[src/logic/gbt_link_macros.svh]
`ifndef GBT_LINK_MACROS_SVH
`define GBT_LINK_MACROS_SVH

// --------------------
// elink frame format
// --------------------

`define GBT_PAYLOAD_WIDTH   6      // slow-control bits per frame
`define GBT_FRAME_START     6'h2A  // first frame of every request
`define GBT_FRAMES_PER_REQ  12     // start + 66 request bits / 6

// --------------------
// link and ttc
// --------------------

`define GBT_DLY_SELWIDTH    5      // 32 taps
`define GBT_BXN_WIDTH       12     // bunch crossing counter

`endif
[src/logic/gbt_link_pkg.sv]
`default_nettype none

`include "gbt_link_macros.svh"

package gbt_link_pkg;

  // ttc bits, same order as on the elink
  typedef struct packed {
    logic l1a;
    logic calpulse;
    logic resync;
    logic bc0;
  } ttc_t;

  // slow-control slice of one frame
  typedef logic [`GBT_PAYLOAD_WIDTH-1:0] payload_t;

  // one 10-bit elink frame, ttc on top
  typedef struct packed {
    ttc_t     ttc;
    payload_t payload;
  } gbt_frame_t;

endpackage

`default_nettype wire

[src/logic/gbt_link_top.sv]
`default_nettype none

`include "gbt_link_macros.svh"

module gbt_link_top (
  input  wire                            clk40,
  input  wire                            arst_n_i,
  input  wire  [`GBT_DLY_SELWIDTH-1:0]   sel_i,
  input  wire                            req_valid_i,
  input  wire                            wr_en_i,
  input  wire  [31:0]                    addr_i,
  input  wire  [31:0]                    data_i,
  input  wire  gbt_link_pkg::ttc_t       ttc_i,
  output logic                           req_valid_o,
  output logic                           wr_en_o,
  output logic [31:0]                    addr_o,
  output logic [31:0]                    data_o,
  output logic                           drop_o,
  output logic                           l1a_o,
  output logic                           calpulse_o,
  output logic                           resync_o,
  output logic                           bc0_o,
  output logic [`GBT_BXN_WIDTH-1:0]      bxn_o
);

  import gbt_link_pkg::*;

  gbt_frame_t tx_frame;   // packer out
  gbt_frame_t dly_frame;  // after link latency

  // --------------------
  // tx side
  // --------------------

  gbt_frame_packer u_packer (
    .clk40       (clk40),
    .arst_n_i    (arst_n_i),
    .req_valid_i (req_valid_i),
    .wr_en_i     (wr_en_i),
    .addr_i      (addr_i),
    .data_i      (data_i),
    .ttc_i       (ttc_i),
    .frame_o     (tx_frame),
    .drop_o      (drop_o)
  );

  elink_tap_delay #(
    .SELWIDTH (`GBT_DLY_SELWIDTH)
  ) u_delay (
    .clk40    (clk40),
    .arst_n_i (arst_n_i),
    .sel_i    (sel_i),
    .frame_i  (tx_frame),
    .frame_o  (dly_frame)
  );

  // --------------------
  // rx side
  // --------------------

  gbt_frame_deframer u_deframer (
    .clk40       (clk40),
    .arst_n_i    (arst_n_i),
    .frame_i     (dly_frame),
    .req_valid_o (req_valid_o),
    .wr_en_o     (wr_en_o),
    .addr_o      (addr_o),
    .data_o      (data_o)
  );

  ttc_decoder u_ttc (
    .clk40      (clk40),
    .arst_n_i   (arst_n_i),
    .ttc_i      (dly_frame.ttc),  // payload ignored here
    .l1a_o      (l1a_o),
    .calpulse_o (calpulse_o),
    .resync_o   (resync_o),
    .bc0_o      (bc0_o),
    .bxn_o      (bxn_o)
  );

endmodule

`default_nettype wire

[src/logic/ttc_decoder.sv]
`default_nettype none

`include "gbt_link_macros.svh"

module ttc_decoder (
  input  wire                           clk40,
  input  wire                           arst_n_i,
  input  wire  gbt_link_pkg::ttc_t      ttc_i,
  output logic                          l1a_o,
  output logic                          calpulse_o,
  output logic                          resync_o,
  output logic                          bc0_o,
  output logic [`GBT_BXN_WIDTH-1:0]     bxn_o   // bunch crossing number
);

  import gbt_link_pkg::*;

  ttc_t ttc_q;  // one frame of ttc bits

  // --------------------
  // strobes and bxn
  // --------------------

  always_ff @(posedge clk40 or negedge arst_n_i) begin
    if (!arst_n_i) begin
      ttc_q <= '0;
      bxn_o <= '0;
    end else begin
      ttc_q <= ttc_i;
      if (ttc_q.bc0)
        bxn_o <= '0;         // orbit start
      else
        bxn_o <= bxn_o + 1'b1;  // wraps at full width
    end
  end

  assign l1a_o      = ttc_q.l1a;
  assign calpulse_o = ttc_q.calpulse;
  assign resync_o   = ttc_q.resync;
  assign bc0_o      = ttc_q.bc0;

endmodule

`default_nettype wire

[src/logic/gbt_frame_deframer.sv]
`default_nettype none

`include "gbt_link_macros.svh"

module gbt_frame_deframer (
  input  wire                             clk40,
  input  wire                             arst_n_i,
  input  wire  gbt_link_pkg::gbt_frame_t  frame_i,
  output logic                            req_valid_o,  // one-cycle strobe
  output logic                            wr_en_o,
  output logic [31:0]                     addr_o,
  output logic [31:0]                     data_o
);

  import gbt_link_pkg::*;

  localparam int NPAY = `GBT_FRAMES_PER_REQ - 1;  // payloads after start
  localparam int CNTW = $clog2(NPAY);
  localparam logic [CNTW-1:0] LAST_CNT = CNTW'(NPAY - 1);

  logic                 hunt_q;  // waiting for frame start
  logic [CNTW-1:0]      cnt_q;   // payloads collected so far
  payload_t [NPAY-1:0]  shift_q; // 66 bits, frame 1 ends up on top
  logic [NPAY*`GBT_PAYLOAD_WIDTH-1:0] req_bits_w;  // shift_q as one flat vector

  // --------------------
  // hunt / collect
  // --------------------

  always_ff @(posedge clk40 or negedge arst_n_i) begin
    if (!arst_n_i) begin
      hunt_q      <= 1'b1;
      cnt_q       <= '0;
      req_valid_o <= 1'b0;
    end else begin
      req_valid_o <= 1'b0;
      if (hunt_q) begin
        if (frame_i.payload == `GBT_FRAME_START) begin
          hunt_q <= 1'b0;
          cnt_q  <= '0;
        end
      end else begin
        cnt_q <= cnt_q + 1'b1;
        if (cnt_q == LAST_CNT) begin
          hunt_q      <= 1'b1;  // request complete, look for next start
          req_valid_o <= 1'b1;
        end
      end
    end
  end

  // payload only, frozen while hunting so fields hold after the strobe
  always_ff @(posedge clk40) begin
    if (!hunt_q)
      shift_q <= {shift_q[NPAY-2:0], frame_i.payload};
  end

  // --------------------
  // request fields
  // --------------------

  assign req_bits_w = shift_q;

  // bit 64 is the reserved zero from frame 1
  assign wr_en_o = shift_q[NPAY-1][5];
  assign addr_o  = req_bits_w[63:32];
  assign data_o  = req_bits_w[31:0];

  // a request always spans more than one frame
  a_single_strobe : assert property (@(posedge clk40) disable iff (!arst_n_i)
    req_valid_o |=> !req_valid_o);

endmodule

`default_nettype wire

[src/logic/elink_tap_delay.sv]
`default_nettype none

`include "gbt_link_macros.svh"

module elink_tap_delay #(
  parameter int unsigned SELWIDTH = `GBT_DLY_SELWIDTH
) (
  input  wire                              clk40,
  input  wire                              arst_n_i,
  input  wire  [SELWIDTH-1:0]              sel_i,    // keep static while in use
  input  wire  gbt_link_pkg::gbt_frame_t   frame_i,
  output gbt_link_pkg::gbt_frame_t         frame_o
);

  localparam int DEPTH = 2**SELWIDTH;

  // tap 0 is the input itself, taps 1..DEPTH-1 come from here
  gbt_link_pkg::gbt_frame_t sr_q [DEPTH-1];

  // --------------------
  // shift and tap
  // --------------------

  always_ff @(posedge clk40 or negedge arst_n_i) begin
    if (!arst_n_i) begin
      for (int i = 0; i < DEPTH-1; i++)
        sr_q[i] <= '0;  // idle frames
      frame_o <= '0;
    end else begin
      sr_q[0] <= frame_i;
      for (int i = 1; i < DEPTH-1; i++)
        sr_q[i] <= sr_q[i-1];
      if (sel_i == '0)
        frame_o <= frame_i;  // one cycle, output register only
      else
        frame_o <= sr_q[sel_i - 1'b1];
    end
  end

  a_out_known : assert property (@(posedge clk40) disable iff (!arst_n_i)
    !$isunknown(frame_o));

endmodule

`default_nettype wire

[src/logic/gbt_frame_packer.sv]
`default_nettype none

`include "gbt_link_macros.svh"

module gbt_frame_packer (
  input  wire                       clk40,
  input  wire                       arst_n_i,
  input  wire                       req_valid_i,  // single-cycle strobe
  input  wire                       wr_en_i,
  input  wire  [31:0]               addr_i,
  input  wire  [31:0]               data_i,
  input  wire  gbt_link_pkg::ttc_t  ttc_i,
  output gbt_link_pkg::gbt_frame_t  frame_o,
  output logic                      drop_o        // strobe lost while busy
);

  import gbt_link_pkg::*;

  localparam int IDXW = $clog2(`GBT_FRAMES_PER_REQ);
  localparam logic [IDXW-1:0] LAST_IDX = IDXW'(`GBT_FRAMES_PER_REQ - 1);

  logic            active_q;  // frames of a request going out
  logic [IDXW-1:0] idx_q;     // frame being built next
  logic            busy_w;
  logic            accept_w;

  logic            wr_en_q;
  logic [31:0]     addr_q;
  logic [31:0]     data_q;
  ttc_t            ttc_q;
  payload_t        payload_w;

  // --------------------
  // frame sequencing
  // --------------------

  // last frame still allows a new strobe, back-to-back at 12 cycles
  assign busy_w   = active_q && (idx_q != LAST_IDX);
  assign accept_w = req_valid_i && !busy_w;

  always_ff @(posedge clk40 or negedge arst_n_i) begin
    if (!arst_n_i) begin
      active_q <= 1'b0;
      idx_q    <= '0;
      drop_o   <= 1'b0;
    end else begin
      drop_o <= req_valid_i && busy_w;
      if (accept_w) begin
        active_q <= 1'b1;
        idx_q    <= '0;
      end else if (active_q) begin
        if (idx_q == LAST_IDX)
          active_q <= 1'b0;  // back to idle frames
        else
          idx_q <= idx_q + 1'b1;
      end
    end
  end

  // request held for the whole burst
  always_ff @(posedge clk40) begin
    if (accept_w) begin
      wr_en_q <= wr_en_i;
      addr_q  <= addr_i;
      data_q  <= data_i;
    end
  end

  // --------------------
  // payload select
  // --------------------

  always_comb begin
    payload_w = '0;  // idle
    if (active_q) begin
      case (idx_q)
        4'd0:    payload_w = `GBT_FRAME_START;
        4'd1:    payload_w = {wr_en_q, 1'b0, addr_q[31:28]};  // bit 4 reserved
        4'd2:    payload_w = addr_q[27:22];
        4'd3:    payload_w = addr_q[21:16];
        4'd4:    payload_w = addr_q[15:10];
        4'd5:    payload_w = addr_q[9:4];
        4'd6:    payload_w = {addr_q[3:0], data_q[31:30]};  // addr/data split
        4'd7:    payload_w = data_q[29:24];
        4'd8:    payload_w = data_q[23:18];
        4'd9:    payload_w = data_q[17:12];
        4'd10:   payload_w = data_q[11:6];
        4'd11:   payload_w = data_q[5:0];
        default: payload_w = '0;
      endcase
    end
  end

  // ttc takes one stage, same as the request latch
  always_ff @(posedge clk40 or negedge arst_n_i) begin
    if (!arst_n_i) begin
      ttc_q   <= '0;
      frame_o <= '0;
    end else begin
      ttc_q           <= ttc_i;
      frame_o.ttc     <= ttc_q;
      frame_o.payload <= payload_w;
    end
  end

  // index stays inside the frame table
  a_idx_range : assert property (@(posedge clk40) disable iff (!arst_n_i)
    active_q |-> idx_q <= LAST_IDX);

endmodule

`default_nettype wire

[config.mk]
export PLATFORM = sky130hd
export DESIGN_NAME = gbt_link_top
export DESIGN_NICKNAME = d
export VERILOG_FILES = /design/src/logic/gbt_link_pkg.sv /design/src/logic/gbt_link_top.sv /design/src/logic/ttc_decoder.sv /design/src/logic/gbt_frame_deframer.sv /design/src/logic/elink_tap_delay.sv /design/src/logic/gbt_frame_packer.sv
export VERILOG_INCLUDE_DIRS = /design/src /design/src/logic
export SDC_FILE = /design/constraint.sdc
export NUM_CORES = 1
export LEC_CHECK = 0
export ABC_AREA = 1
export BUFFER_PORTS_ARGS = -buffer_cell sky130_fd_sc_hd__buf_4
export CELL_PAD_IN_SITES_DETAIL_PLACEMENT = 0
export CELL_PAD_IN_SITES_GLOBAL_PLACEMENT = 2
export CORE_MARGIN = 2
export CORE_UTILIZATION = 42
export CTS_CLUSTER_SIZE = 30
export DETAILED_ROUTE_END_ITERATION = 8
export PLACE_DENSITY_LB_ADDON = 0.1
export SYNTH_ARGS = -nofsm -noshare
export SYNTH_HDL_FRONTEND = slang
export SYNTH_SLANG_ARGS = --single-unit
[constraint.sdc]
create_clock -name clk40 -period 11.6 [get_ports clk40]
set_input_delay 1.74 -clock clk40 [delete_from_list [all_inputs] [get_ports clk40]]
set_output_delay 1.74 -clock clk40 [all_outputs]
set_load 0.05 [all_outputs]
# After elaboration in Yosys (flattened, before gate mapping)

Cells that the tools add are included.

Bits in registers: 493
Bits of input ports: 77
Logic and storage cells: 243

$add $sub $neg: 4
$lt $le $gt $ge: 1
Equality and inequality tests: 16
Mux-type cells: 19
Bitwise gates (word level): 1
Reductions and logical operators: 8

Operators by type and width:

| cell                                                  | count |
|---|---|
| one-hot mux 6 bit (12 select lines)                   | 1 |
| binary-select mux 10 bit (select 5 bit)               | 1 |
| 2-to-1 mux 10 bit                                     | 3 |
| equality test 4 bit, second input constant            | 5 |
| 2-to-1 mux 4 bit                                      | 5 |
| equality test 4 x 3 -> 1 bit, second input constant   | 4 |
| adder 12 x 1 -> 12 bit, second input constant         | 1 |
| 2-to-1 mux 12 bit                                     | 1 |
| adder 4 x 1 -> 4 bit, second input constant           | 2 |
| equality test 4 x 2 -> 1 bit, second input constant   | 2 |
| 2-to-1 mux 1 bit                                      | 7 |
| equality test 6 bit, second input constant            | 1 |
| >= comparator 6 bit, second input constant            | 1 |
| 2-to-1 mux 6 bit                                      | 1 |
| inverter 5 -> 6 bit                                   | 1 |
| logical NOT 5 bit                                     | 1 |
| subtractor 5 x 1 -> 5 bit, second input constant      | 1 |
| equality test 4 x 1 -> 1 bit, second input constant   | 1 |
| logical NOT 4 bit                                     | 1 |
| inequality test 4 bit, second input constant          | 1 |
| logical AND 1 bit                                     | 3 |
| inequality test 2 x 1 -> 1 bit, second input constant | 1 |
| inequality test 2 bit, second input constant          | 1 |
| AND reduction 2 bit                                   | 1 |
| 2 further kinds                                       | 2 |

# Longest topological paths before layout

Depth after elaboration: 6
Mapped depth: 15
Gate-level depth less buffers: 11

# Cells and area by module

Synthesis repeated with hierarchy kept, for this count alone.

Cells, all modules: 1743
Area, all modules: 18427.7 um^2

Modules (own cells, without submodules):

| module             | times used | cells each | area each (um^2) | sequential area each (um^2) |
|---|---|---|---|---|
| elink_tap_delay    | 1          | 1288       | 12080.3          | 8007.7 |
| gbt_frame_packer   | 1          | 274        | 3393.3           | 2452.4 |
| gbt_frame_deframer | 1          | 103        | 2262.2           | 2103.3 |
| ttc_decoder        | 1          | 78         | 691.9            | 400.4 |

# Worst setup path after synthesis

No wires, ideal clock.

Path type: input -> register
Start point: input req_valid_i
End point: register u_packer.addr_q[0], enable pin
Library setup time: 0.490 ns
Arrival time: 4.538 ns
Required time: 11.110 ns
Setup slack: 6.572 ns
Stages on the path: 2
Path through: inv_1 > nor2_1

Longest elaborated chain between the ends: 1

Ends and longest elaborated chain:

| what                   | line                   | text |
|---|---|---|
| start: declaration     | gbt_link_top.sv:9      | `input wire req_valid_i,` |
| logical AND 1 bit      | gbt_frame_packer.sv:39 | `assign accept_w = req_valid_i && !busy_w;` |
| via u_packer.accept_w  | gbt_frame_packer.sv:25 | `logic accept_w;` |
| end signal: assignment | gbt_frame_packer.sv:64 | `addr_q <= addr_i;` |
| end: declaration       | gbt_frame_packer.sv:28 | `logic [31:0] addr_q;` |

The timed path passes the listed nets, and every way through them passes these cells.
A chain may end at the register's enable or synchronous reset.

# Worst setup path in the final report

Start point: input sel_i[0]
End point: register u_delay.frame_o[1] (netlist bit)

Longest elaborated chain between the ends: 6

Ends and longest elaborated chain:

| what                                                  | line                  | text |
|---|---|---|
| start: declaration                                    | gbt_link_top.sv:8     | `` input wire [`GBT_DLY_SELWIDTH-1:0] sel_i, `` |
| subtractor 5 x 1 -> 5 bit                             | elink_tap_delay.sv:36 | `frame_o <= sr_q[sel_i - 1'b1];` |
| inverter 5 -> 6 bit (implied by the code)             | elink_tap_delay.sv:36 |  |
| binary-select mux 10 bit (select 5 bit)               | elink_tap_delay.sv:36 |  |
| 2-to-1 mux 10 bit (implied by the code) (2 in series) | elink_tap_delay.sv:36 |  |
| 2-to-1 mux 10 bit *                                   | elink_tap_delay.sv:33 | `if (sel_i == '0)` |
| end signal: assignment                                | elink_tap_delay.sv:34 | `frame_o <= frame_i;` |
| end signal: assignment                                | elink_tap_delay.sv:36 |  |
| end: declaration                                      | elink_tap_delay.sv:12 | `output gbt_link_pkg::gbt_frame_t frame_o` |

Every way passes the cells marked *; elsewhere a longest branch is shown, timed or not. The select of a mux whose other input is x is not followed.

==> flow_summary.toml <==
[global_route]
gr-total-overflow = 0
grt_max_degree = 122
grt_pass1_wl_um = 64800
track_usage_pct = 18.7
first_global_vias = 11600
antenna_found_initial = 0

[synth]
synthAdderAreaFrac_pct = 0.551
synth_area_mm2 = 0.0182
synth_flop_cell = "dfrtp_1"
synthArstFlopShare_pct = 73.6
synth_top_family_by_area = "simple AND/OR/NAND/NOR gates"
synth_warnings = 0
synthCells = 1708
yosysSeqAreaShare_pct = 71.3
synthSimpleGateAreaFrac_pct = 19.8
ys_seq_elements = 492
synth.distinct_cells = 29
synthMuxAreaShare_pct = 0
synth_area_per_cell_um2 = 10.6
synth_compound_area_share_pct = 1.07
synth_edf_count = 130
synth_xor_area_share_pct = 0.193
syn_nets = 1793

[setup_path]
start_kind = "input pin"
crit_fanout = 81
reg2reg_depth = 6
critical_path_arrival_ns = 5.47
crit_path_end_kind = "register"
required_ns = 12.12
critPathKind = "in2reg"

[cells_and_area]
nets = 1957
layout-drive-gt1-share_pct = 13.7
final_cell_mix = "nand2_1 (568), dfrtp_1 (361), nand3_1 (248)"
antenna_cells = 0
final_util_pct = 50.2
nFillCells = 3925
area_growth_pct = 18.4
layout.cells.non_filler = 2497
final_common_cell = "nand2_1"

[clock_network]
cts_tree = "done"
post_cts_buffers = 0
cts-root-buf = "clkbuf_16"
insertion_delay_ns = 0.59
clkSlewWorstSetupHoldPaths_ns = 0.06
post_cts_resize_count = 0
numClockSinks = 492
numCtsBuffers = 53
htreeDepth = 2
clock_path_buffers = 3
cts_hold_buf = 0

[floorplan]
die_w_um = 212
die-area_mm2 = 0.0449
io-pin-count = 160
die_y_um = 212
start_util_pct = 42.4
row_count = 76
fp.coreArea_mm2 = 0.0429

[sta]
timing.final.crit_period_ns = 4.96
fin_setup_tns_ns = 0
finalSetupViolCount = 0
holdWs_ns = 0.346
drv_slew = 0
timing.final.crit_share_pct = 42.7
slew-limit-headroom_pct = 34.6
skew_ns = 0.0146
tightest_slew_ns = 0.981
max_clock_freq_ghz = 0.202
hold_viol = 0
rsz0062_at_grt = "no"

[placement]
numPortBuffers = 159
dp.cells = 2402
dp_hpwl_um = 24100
gp_congestion = 0.738

[power_and_ir_drop]
power_frac_comb_pct = 20.7
p_leak_nw = 10.5
powerDensity_mw_per_mm2 = 245
max-vdd-ir-drop_v = 0.000120
p_int_w = 0.00358
switching_share_pct = 32.2
switching_power_w = 0.00170
seq_power_share_pct = 48.7
power_frac_clock_pct = 30.6

[min_path]
hp-class = "reg2reg"
hold_depth = 0

[drt]
viasPerCell = 4.59
dr.pass1.iters = 4
wire_per_inst_um = 16.2
wirelength_um = 40400
drtIter0Drc = 971
drcViolationCount = 0
antenna_left = 0
num_vias = 11500

[run]
cap_violations = 0

[run_status]
status = "finished, final reports clean"
sequential cells by signal, summed over array words and instances (netlist names), 4 cells and up:
| signal | count |
|---|---|
| u_packer.data_q | 32 |
| u_deframer.cnt_q | 4 |
| u_delay.sr_q | 310 |
| u_delay.frame_o | 10 |
| u_packer.idx_q | 4 |
| u_deframer.addr_o | 32 |
| u_ttc.bxn_o | 12 |
| u_deframer.data_o | 32 |
| u_packer.frame_o | 10 |
| u_packer.addr_q | 32 |
| u_packer.ttc_q | 4 |
cell families (layout without fill, tap and decap cells):
logic type | count (synthesis) | in the layout
adders and majority gates | 8 | 8
DFF | 492 | 492
xor gates and xnor gates | 4 | 4
and+or+nand+nor | 867 | 867
buffers and inverters | 303 | 507
AOI/OAI and AO/OA | 34 | 34
cell usage after synthesis (7+ instances only):
master    number  area (um^2)
buf_1         10         37.5
o21ai_0       15         75.1
buf_6         12          135
clkbuf_1      10         37.5
nor3_1         7         35.0
a21oi_1        9         45.0
inv_1        232          871
dfrtp_1      361         9030
nand3_1      248         1240
nand2_1      568         2130
ha_1           8          100
buf_2         31          155
edfxtp_1     130         3900
nor2_1        38          143
stage by stage:
stage / total power [W] / setup slack (ns) / area [um^2]
2_1_floorplan: 0.00330 / 6.57 / 18200
3_3_place_gp: 0.00370 / 5.99 / 19900
3_5_place_dp: 0.00371 / 5.97 / 19900
4_1_cts: 0.00536 / 6.58 / 21500
5_1_grt: 0.00559 / 6.27 / 21500
6_report: 0.00528 / 6.64 / 21500
layer usage:
| metal | routed length, um | track usage, % | up-vias |
|---|---|---|---|
| met5 | 0 | 0 | - |
| met2 | 19100 | 29.8 | 164 |
| met1 | 18800 | 26.2 | 5546 |
| li1 | - | - | 5690 |
| met4 | 892 | 6.29 | 0 |
| met3 | 1550 | 3.01 | 62 |
power groups by stage:
stage	clock network, W	logic (W)	registers [W]
after global placement	0	0.00111	0.00259
after detailed placement	0	0.00111	0.00260
after global routing	0.00174	0.00122	0.00263
after floorplan	0	0.000473	0.00283
final	0.00161	0.00109	0.00257
after CTS	0.00167	0.00112	0.00258
area by class of cell:
class                      count  area, um^2  share of cell area (%)
sequential                   492       13000                    60.2
multi-input combinational    913        3950                    18.4
clock buffer                  73        1470                    6.85
timing repair buffer         176        1330                    6.17
inverter                     236         888                    4.13
tap                          585         732                    3.40
clock inverter                22         186                   0.866
final timing paths:
kind	startpoint	to	slack [ns]
setup reg to reg	u_packer.idx_q[0]	u_packer.addr_q[18]	9.21
max in group asynchronous	arst_n_i	u_delay.sr_q[268]	8.85
hold reg to reg	u_packer.ttc_q[1]	u_packer.frame_o[7]	0.35
min in group asynchronous	arst_n_i	u_delay.sr_q[31]	1.22
hold / removal	u_packer.ttc_q[1]	u_packer.frame_o[7]	0.35
setup / recovery	sel_i[0]	u_delay.frame_o[1]	6.64
critical path, cell delays in order:
cell and delay [ns]:
buf_4 0.68, inv_4 0.57, ha_4 0.58, inv_2 0.30, buf_4 0.74, nand3_1 0.14, nand3_1 0.13, nand3_1 0.11
nand2_1 0.15, nand2_1 0.07, nand3_1 0.11
(Power assumes the default switching activity.)
